## src/rtl/tcp_tx_params.svh

```systemverilog
`ifndef TCP_TX_PARAMS_SVH
`define TCP_TX_PARAMS_SVH

// ------------------------------
// noc flit and mesh
// ------------------------------
`define NOC_DATA_WIDTH      64
`define XY_WIDTH            4
`define NOC_FBITS_WIDTH     4   // final-port selector

`define MSG_SRC_X_WIDTH     4
`define MSG_SRC_Y_WIDTH     4
`define MSG_TYPE_WIDTH      8
`define MSG_LEN_WIDTH       4   // no payload flits follow, always zero here

// ------------------------------
// flows and descriptors
// ------------------------------
`define FLOWID_W            4
`define NUM_FLOWS           16  // 2**FLOWID_W, poller relies on the wrap

// payload pointer, one more bit is carried for wrap
`define TX_PAYLOAD_PTR_W    12
`define TX_LEN_W            8   // descriptor length field

`endif

```

## src/rtl/tcp_tx_pkg.sv

```systemverilog
`default_nettype none

`include "tcp_tx_params.svh"

package tcp_tx_pkg;

    // ------------------------------
    // send descriptor
    // ------------------------------
    typedef struct packed {
        logic [`TX_PAYLOAD_PTR_W:0]     base_ptr;   // tail pointer plus wrap bit
        logic [`TX_LEN_W-1:0]           len;
        logic [`XY_WIDTH-1:0]           dst_x;
        logic [`XY_WIDTH-1:0]           dst_y;
        logic [`NOC_FBITS_WIDTH-1:0]    dst_fbits;
    } tx_desc_t;

    // poller to noc interface
    typedef struct packed {
        logic [`FLOWID_W-1:0]   flowid;
        tx_desc_t               desc;
    } msg_req_t;

    // ------------------------------
    // noc header flit
    // ------------------------------
    typedef struct packed {
        logic [`XY_WIDTH-1:0]           dst_x_coord;
        logic [`XY_WIDTH-1:0]           dst_y_coord;
        logic [`NOC_FBITS_WIDTH-1:0]    dst_fbits;
        logic [`MSG_LEN_WIDTH-1:0]      msg_len;
        logic [`MSG_TYPE_WIDTH-1:0]     msg_type;
        logic [`MSG_SRC_X_WIDTH-1:0]    src_x_coord;
        logic [`MSG_SRC_Y_WIDTH-1:0]    src_y_coord;
        logic [`NOC_FBITS_WIDTH-1:0]    src_fbits;
    } noc_hdr_core_t;

    // unused low bits of the flit
    localparam int HDR_PAD_W = `NOC_DATA_WIDTH - $bits(noc_hdr_core_t) - `FLOWID_W
                             - (`TX_PAYLOAD_PTR_W + 1) - `TX_LEN_W;

    typedef struct packed {
        noc_hdr_core_t                  core;
        logic [`FLOWID_W-1:0]           flowid;
        logic [`TX_PAYLOAD_PTR_W:0]     tail_ptr;
        logic [`TX_LEN_W-1:0]           length;
        logic [HDR_PAD_W-1:0]           padding;    // zero
    } tcp_noc_hdr_flit;

    localparam logic [`MSG_TYPE_WIDTH-1:0]  TCP_TX_MSG_RESP         = 8'h2c;
    localparam logic [`NOC_FBITS_WIDTH-1:0] TCP_TX_APP_PTR_IF_FBITS = 4'h3;

endpackage

`default_nettype wire

```

## src/rtl/tcp_tx_flow_table.sv

```systemverilog
`timescale 1ns/1ps
`default_nettype none

`include "tcp_tx_params.svh"

module tcp_tx_flow_table (
    input  logic                        clk,
    input  logic                        rst,

    // software write port
    input  logic                        wr_val,
    input  logic [`FLOWID_W-1:0]        wr_flowid,
    input  tcp_tx_pkg::tx_desc_t        wr_desc,

    // clear from the poller
    input  logic                        clr_val,
    input  logic [`FLOWID_W-1:0]        clr_flowid,

    // read port
    input  logic [`FLOWID_W-1:0]        rd_flowid,
    output tcp_tx_pkg::tx_desc_t        rd_desc,

    output logic [`NUM_FLOWS-1:0]       pending
);

    tcp_tx_pkg::tx_desc_t   desc_mem [`NUM_FLOWS];
    logic [`NUM_FLOWS-1:0]  pending_reg;
    logic [`NUM_FLOWS-1:0]  pending_next;

    assign pending = pending_reg;
    assign rd_desc = desc_mem[rd_flowid];   // async read

    // ------------------------------
    // descriptor storage
    // ------------------------------
    always_ff @(posedge clk) begin
        if (wr_val) begin
            desc_mem[wr_flowid] <= wr_desc; // replaces any older descriptor
        end
    end

    // ------------------------------
    // pending bits
    // ------------------------------
    always_comb begin
        pending_next = pending_reg;
        if (clr_val) begin
            pending_next[clr_flowid] = 1'b0;
        end
        // write after clear, so a same-cycle write keeps the flow pending
        if (wr_val) begin
            pending_next[wr_flowid] = 1'b1;
        end
    end

    always_ff @(posedge clk) begin
        if (rst) begin
            pending_reg <= '0;
        end else begin
            pending_reg <= pending_next;
        end
    end

endmodule

`default_nettype wire

```

## src/rtl/tcp_tx_poller.sv

```systemverilog
`timescale 1ns/1ps
`default_nettype none

`include "tcp_tx_params.svh"

module tcp_tx_poller (
    input  logic                        clk,
    input  logic                        rst,

    // flow table
    input  logic [`NUM_FLOWS-1:0]       pending,
    output logic [`FLOWID_W-1:0]        rd_flowid,
    input  tcp_tx_pkg::tx_desc_t        rd_desc,
    output logic                        clr_val,
    output logic [`FLOWID_W-1:0]        clr_flowid,

    // request to the noc interface
    output logic                        req_val,
    output tcp_tx_pkg::msg_req_t        req,
    input  logic                        req_rdy
);

    logic [`FLOWID_W-1:0]   last_grant;
    logic [`FLOWID_W-1:0]   sel_flowid;
    logic [`FLOWID_W-1:0]   probe;
    logic                   found;
    logic                   xfer;

    // ------------------------------
    // round-robin search
    // ------------------------------
    // start just after the last grant, the last grant itself is checked last
    always_comb begin
        sel_flowid = last_grant;
        found = 1'b0;
        probe = '0;
        for (int i = 1; i <= `NUM_FLOWS; i++) begin
            probe = last_grant + i[`FLOWID_W-1:0];  // wraps at NUM_FLOWS
            if (!found && pending[probe]) begin
                sel_flowid = probe;
                found = 1'b1;
            end
        end
    end

    assign rd_flowid = sel_flowid;

    assign req_val = found;
    assign req.flowid = sel_flowid;
    assign req.desc = rd_desc;

    assign xfer = req_val & req_rdy;

    // drop the pending bit of the flow just handed over
    assign clr_val = xfer;
    assign clr_flowid = sel_flowid;

    // ------------------------------
    // grant pointer
    // ------------------------------
    always_ff @(posedge clk) begin
        if (rst) begin
            last_grant <= '1;   // so flow 0 is looked at first
        end else if (xfer) begin
            last_grant <= sel_flowid;
        end
    end

endmodule

`default_nettype wire

```

## src/rtl/tcp_tx_msg_noc_if_out_ctrl.sv

```systemverilog
`timescale 1ns/1ps
`default_nettype none

module tcp_tx_msg_noc_if_out_ctrl (
    input  logic    clk,
    input  logic    rst,

    // request from the poller
    input  logic    req_val,
    output logic    req_rdy,

    // to the datapath
    output logic    store_inputs,

    // noc output
    output logic    noc_val,
    input  logic    noc_rdy
);

    typedef enum logic {
        IDLE,
        SEND
    } state_t;

    state_t state_reg;
    state_t state_next;

    assign req_rdy = (state_reg == IDLE);
    assign noc_val = (state_reg == SEND);

    assign store_inputs = req_rdy & req_val;    // one cycle, on the transfer

    // ------------------------------
    // next state
    // ------------------------------
    always_comb begin
        state_next = state_reg;
        case (state_reg)
            IDLE: begin
                if (req_val) begin
                    state_next = SEND;
                end
            end
            SEND: begin
                // flit held until the noc takes it
                if (noc_rdy) begin
                    state_next = IDLE;
                end
            end
            default: begin
                state_next = IDLE;
            end
        endcase
    end

    always_ff @(posedge clk) begin
        if (rst) begin
            state_reg <= IDLE;
        end else begin
            state_reg <= state_next;
        end
    end

endmodule

`default_nettype wire

```

## src/rtl/tcp_tx_msg_noc_if_out_datap.sv

```systemverilog
`timescale 1ns/1ps
`default_nettype none

`include "tcp_tx_params.svh"

module tcp_tx_msg_noc_if_out_datap #(
    parameter int SRC_X = 0,
    parameter int SRC_Y = 0
) (
    input  logic                        clk,
    input  logic                        rst,

    input  tcp_tx_pkg::msg_req_t        req,
    input  logic                        store_inputs,

    output logic [`NOC_DATA_WIDTH-1:0]  noc_data
);

    tcp_tx_pkg::msg_req_t       req_reg;
    tcp_tx_pkg::msg_req_t       req_next;
    tcp_tx_pkg::tcp_noc_hdr_flit hdr_flit;

    assign noc_data = hdr_flit;

    // ------------------------------
    // request registers
    // ------------------------------
    always_comb begin
        if (store_inputs) begin
            req_next = req;
        end else begin
            req_next = req_reg;
        end
    end

    always_ff @(posedge clk) begin
        if (rst) begin
            req_reg <= '0;
        end else begin
            req_reg <= req_next;
        end
    end

    // ------------------------------
    // header flit
    // ------------------------------
    always_comb begin
        hdr_flit = '0;

        hdr_flit.core.dst_x_coord = req_reg.desc.dst_x;
        hdr_flit.core.dst_y_coord = req_reg.desc.dst_y;
        hdr_flit.core.dst_fbits = req_reg.desc.dst_fbits;
        hdr_flit.core.msg_len = '0;     // header only
        hdr_flit.core.msg_type = tcp_tx_pkg::TCP_TX_MSG_RESP;
        hdr_flit.core.src_x_coord = SRC_X[`MSG_SRC_X_WIDTH-1:0];
        hdr_flit.core.src_y_coord = SRC_Y[`MSG_SRC_Y_WIDTH-1:0];
        hdr_flit.core.src_fbits = tcp_tx_pkg::TCP_TX_APP_PTR_IF_FBITS;

        hdr_flit.flowid = req_reg.flowid;
        hdr_flit.tail_ptr = req_reg.desc.base_ptr;
        hdr_flit.length = req_reg.desc.len;
    end

endmodule

`default_nettype wire

```

## src/rtl/tcp_tx_msg_tile.sv

```systemverilog
`timescale 1ns/1ps
`default_nettype none

`include "tcp_tx_params.svh"

module tcp_tx_msg_tile #(
    parameter int SRC_X = 0,
    parameter int SRC_Y = 0
) (
    input  logic                        clk,
    input  logic                        rst,

    // descriptor writes
    input  logic                        wr_val,
    input  logic [`FLOWID_W-1:0]        wr_flowid,
    input  tcp_tx_pkg::tx_desc_t        wr_desc,

    // noc output
    output logic                        noc_val,
    output logic [`NOC_DATA_WIDTH-1:0]  noc_data,
    input  logic                        noc_rdy
);

    logic [`NUM_FLOWS-1:0]  pending;
    logic [`FLOWID_W-1:0]   rd_flowid;
    tcp_tx_pkg::tx_desc_t   rd_desc;
    logic                   clr_val;
    logic [`FLOWID_W-1:0]   clr_flowid;

    logic                   req_val;
    logic                   req_rdy;
    tcp_tx_pkg::msg_req_t   req;
    logic                   store_inputs;

    // ------------------------------
    // flow side
    // ------------------------------
    tcp_tx_flow_table flow_table (
        .clk        (clk),
        .rst        (rst),
        .wr_val     (wr_val),
        .wr_flowid  (wr_flowid),
        .wr_desc    (wr_desc),
        .clr_val    (clr_val),
        .clr_flowid (clr_flowid),
        .rd_flowid  (rd_flowid),
        .rd_desc    (rd_desc),
        .pending    (pending)
    );

    tcp_tx_poller poller (
        .clk        (clk),
        .rst        (rst),
        .pending    (pending),
        .rd_flowid  (rd_flowid),
        .rd_desc    (rd_desc),
        .clr_val    (clr_val),
        .clr_flowid (clr_flowid),
        .req_val    (req_val),
        .req        (req),
        .req_rdy    (req_rdy)
    );

    // ------------------------------
    // noc interface
    // ------------------------------
    tcp_tx_msg_noc_if_out_ctrl noc_if_ctrl (
        .clk            (clk),
        .rst            (rst),
        .req_val        (req_val),
        .req_rdy        (req_rdy),
        .store_inputs   (store_inputs),
        .noc_val        (noc_val),
        .noc_rdy        (noc_rdy)
    );

    tcp_tx_msg_noc_if_out_datap #(
        .SRC_X  (SRC_X),
        .SRC_Y  (SRC_Y)
    ) noc_if_datap (
        .clk            (clk),
        .rst            (rst),
        .req            (req),
        .store_inputs   (store_inputs),
        .noc_data       (noc_data)
    );

endmodule

`default_nettype wire

```

## config.mk

```make
export PLATFORM = sky130hd
export DESIGN_NAME = tcp_tx_msg_tile
export DESIGN_NICKNAME = d
export VERILOG_FILES = /design/src/rtl/tcp_tx_pkg.sv /design/src/rtl/tcp_tx_flow_table.sv /design/src/rtl/tcp_tx_poller.sv /design/src/rtl/tcp_tx_msg_noc_if_out_ctrl.sv /design/src/rtl/tcp_tx_msg_noc_if_out_datap.sv /design/src/rtl/tcp_tx_msg_tile.sv
export VERILOG_INCLUDE_DIRS = /design/src /design/src/rtl
export SDC_FILE = /design/constraint.sdc
export NUM_CORES = 1
export LEC_CHECK = 0
export ABC_AREA = 1
export BUFFER_PORTS_ARGS = -buffer_cell sky130_fd_sc_hd__buf_2
export CAP_MARGIN = 20
export CORE_MARGIN = 3
export CORE_UTILIZATION = 62
export DETAILED_ROUTE_END_ITERATION = 16
export GPL_TIMING_DRIVEN = 0
export HOLD_SLACK_MARGIN = 0.1
export PLACE_DENSITY_LB_ADDON = 0.08
export SYNTH_ARGS = -nofsm -noshare
export SYNTH_HDL_FRONTEND = slang
export SYNTH_SLANG_ARGS = --single-unit
```

## constraint.sdc

```tcl
create_clock -name clk -period 5.35 [get_ports clk]
set_clock_uncertainty 0.05 [all_clocks]
set_input_delay 0 -clock clk [delete_from_list [all_inputs] [get_ports clk]]
set_output_delay 0 -clock clk [all_outputs]
set_load 0.02 [all_outputs]
```

==> metrics.yaml <==
clock_network:
  clock-root-buffer: "clkbuf_16"
  cts.clk_slew.worst_paths_ns: 0.06
  cts_made_buffers: 56
  clkSinkCount: 586
  insertion_delay_ns: 0.63
  cts_tree: "built"
  cts.htree.levels: 2
  clock_path_buffers: 3
synth:
  synth-seq-cells: 586
  async_flop_share_pct: 0
  synth_seq_area_share_pct: 64.5
  syn_inst: 2709
  ys.flop_type: "edfxtp_1"
  synth_cell_type_count: 39
  synth_top_cell_by_area: "edfxtp_1"
  yosys_warnings: 0
  syn_area_per_cell_um2: 9.74
  synth_common_cells: "nand2_1, edfxtp_1, nand3_1"
  netlist.area_leader.share_pct: 60.1
  synth-edff-count: 528
  syn_area_mm2: 0.0264
  synth_area_leaders: "edfxtp_1, nand2_1, nand3_1, dfxtp_1, nor2_1"
  yosysMostFrequentCell: "nand2_1"
global_routing:
  grt_max_degree: 22
  grt_usage_pct: 39.0
  globalRoute.totalOverflow: 0
  grt_pass1_vias: 21200
  grt_pass1_wl_um: 128000
  antenna_found_initial: 1
die:
  dieWidth_um: 212
  ios: 106
  fp.dieArea_mm2: 0.0450
  core-area_mm2: 0.0414
  initial_utilization_pct: 63.7
  num_rows: 74
  die_h_um: 212
sta:
  max_slew_margin_pct: 25.4
  worstMarginPinSlew_ns: 1.11
  slew_violations: 0
  finalCritPeriodShare_pct: 95.0
  setup_violations: 0
  hold_viol: 0
  layout_min_cycle_time_ns: 5.08
  max_freq_mhz: 197
route:
  wl_um: 88200
  drc: 0
  wire_per_inst_um: 24.9
  vias_per_cell: 6.14
  dr.pass1.iters: 6
  postRouteAntennaNets: 0
  vias: 21800
  drt_iter0_drc: 3303
final_layout:
  ff_latch_area_mm2: 0.0170
  final_area_mm2: 0.0306
  multi_input_area_mm2: 0.00833
  nFillCells: 2847
  drive_gt1_share_pct: 13.6
  nets: 3014
  area_growth_pct: 16.2
  largest_reg_flops: 528
  antennaDiodeCount: 0
worst_setup_path:
  rrSetupSlack_ns: 0.27
  cp_max_fo: 10
  start_kind: "flop"
  critPathRequiredTime_ns: 5.84
  critical_path_class: "reg2reg"
  worstPathArrival_ns: 5.58
  end_kind: "flop"
status:
  outcome: "finished clean"
place:
  routabilityCongestion: 0.937
  placed_area_mm2: 0.0282
  port_buffers: 78
  place_hpwl_um: 59600
flow_run:
  drv_cap: 0
min_path:
  hp-class: "in2reg"
-- through the flow --
stage | setup TNS (ns) | utilization (%) | cells | hold slack, ns | setup WS (ns)
2_1_floorplan | 0 | - | 2734 | 0.0191 | 1.61
3_3_place_gp | -144.70 | 66.5 | 3344 | 0.227 | -0.880
3_5_place_dp | -6.59 | 68.1 | 3386 | 0.233 | -0.426
4_1_cts | 0 | 73.6 | 3536 | 0.133 | 0.00721
5_1_grt | -0.0472 | 74.1 | 3544 | 0.174 | -0.0158
6_report | 0 | 74.1 | 3544 | 0.148 | 0.265
-- cells by family after synthesis --
family                   count (synthesis)  synth area share [%]
adder cells (fa/ha/maj)                  8                 0.380
AO/OA/AOI/OAI                           93                  1.91
buffers and inverters                  256                  4.88
flip-flops                             586                  64.5
other                                    2                0.0285
XOR/XNOR                                 9                 0.399
AND/OR/NAND/NOR                       1755                  27.9
-- worst max-delay path: stages, from the launching register on --
cell      delay, ns
dfxtp_2        0.48
buf_6          0.21
inv_2          0.13
ha_1           0.51
inv_1          0.27
nand3_1        0.19
nand2_1        0.10
nand2_2        0.09
nand2_4        0.08
nor2_4         0.16
nand4_4        0.11
nor2_4         0.16
nand4_1        0.26
inv_1          0.18
nand2_1        0.07
nand3_1        0.11
nand3_1        0.14
nand3_2        0.21
clkbuf_4       0.33
buf_2          0.33
nand3_1        0.20
nand2_1        0.13
nand2_1        0.06
nand2_1        0.07
nand3_1        0.08
nand3_1        0.11
nor2_1         0.05
nor2_1         0.11
-- path summary, 6_finish.rpt --
kind / cells past startpoint / startpoint / endpoint
setup / recovery: 27 / poller.last_grant[2] / noc_if_datap.noc_data[54]
hold / removal: 3 / rst / flow_table.pending[15]
setup reg to reg: 27 / poller.last_grant[2] / noc_if_datap.noc_data[54]
hold reg to reg: 2 / flow_table.pending[5] / flow_table.pending[5]
-- layout make-up --
cell class / instances / share of cell area, %
clock inverters: 7 / 0.171
plain buffers: 177 / 3.47
clock buffers: 98 / 5.66
repair buffers: 174 / 4.87
multi-input cells: 1892 / 27.2
well taps: 532 / 2.17
flip-flops and latches: 586 / 55.5
inverters: 78 / 0.955
-- timing repair --
item                                    4_1_cts  5_1_grt
endpoints found under the hold margin       611        0
hold buffers                                 43        0
resized for setup                            13       61
gates cloned                                  0        0
setup buffers                                 2        8
endpoints found under the setup margin       37       48
pin swaps                                     0        3
-- layout by cell type (no fill, tap or decap), types with 43 or more instances in the layout --
cell type / count
buf_2: 124
buf_4: 73
clkbuf_1: 56
clkbuf_16: 57
dfxtp_1: 56
dlygate4sd3_1: 43
edfxtp_1: 528
inv_1: 70
nand2_1: 1136
nand3_1: 458
nor2_1: 98
o21ai_0: 45
-- metal layers --
metal	track usage, %	part of all wire, %
met3	8.78	12
met2	62.5	46
met5	0	0.018
met4	20.2	5.6
met1	50.5	36
Power is left out: the tool's default activity adds up to more than one toggle a clock period on the data nets, which glitch-free logic cannot reach.
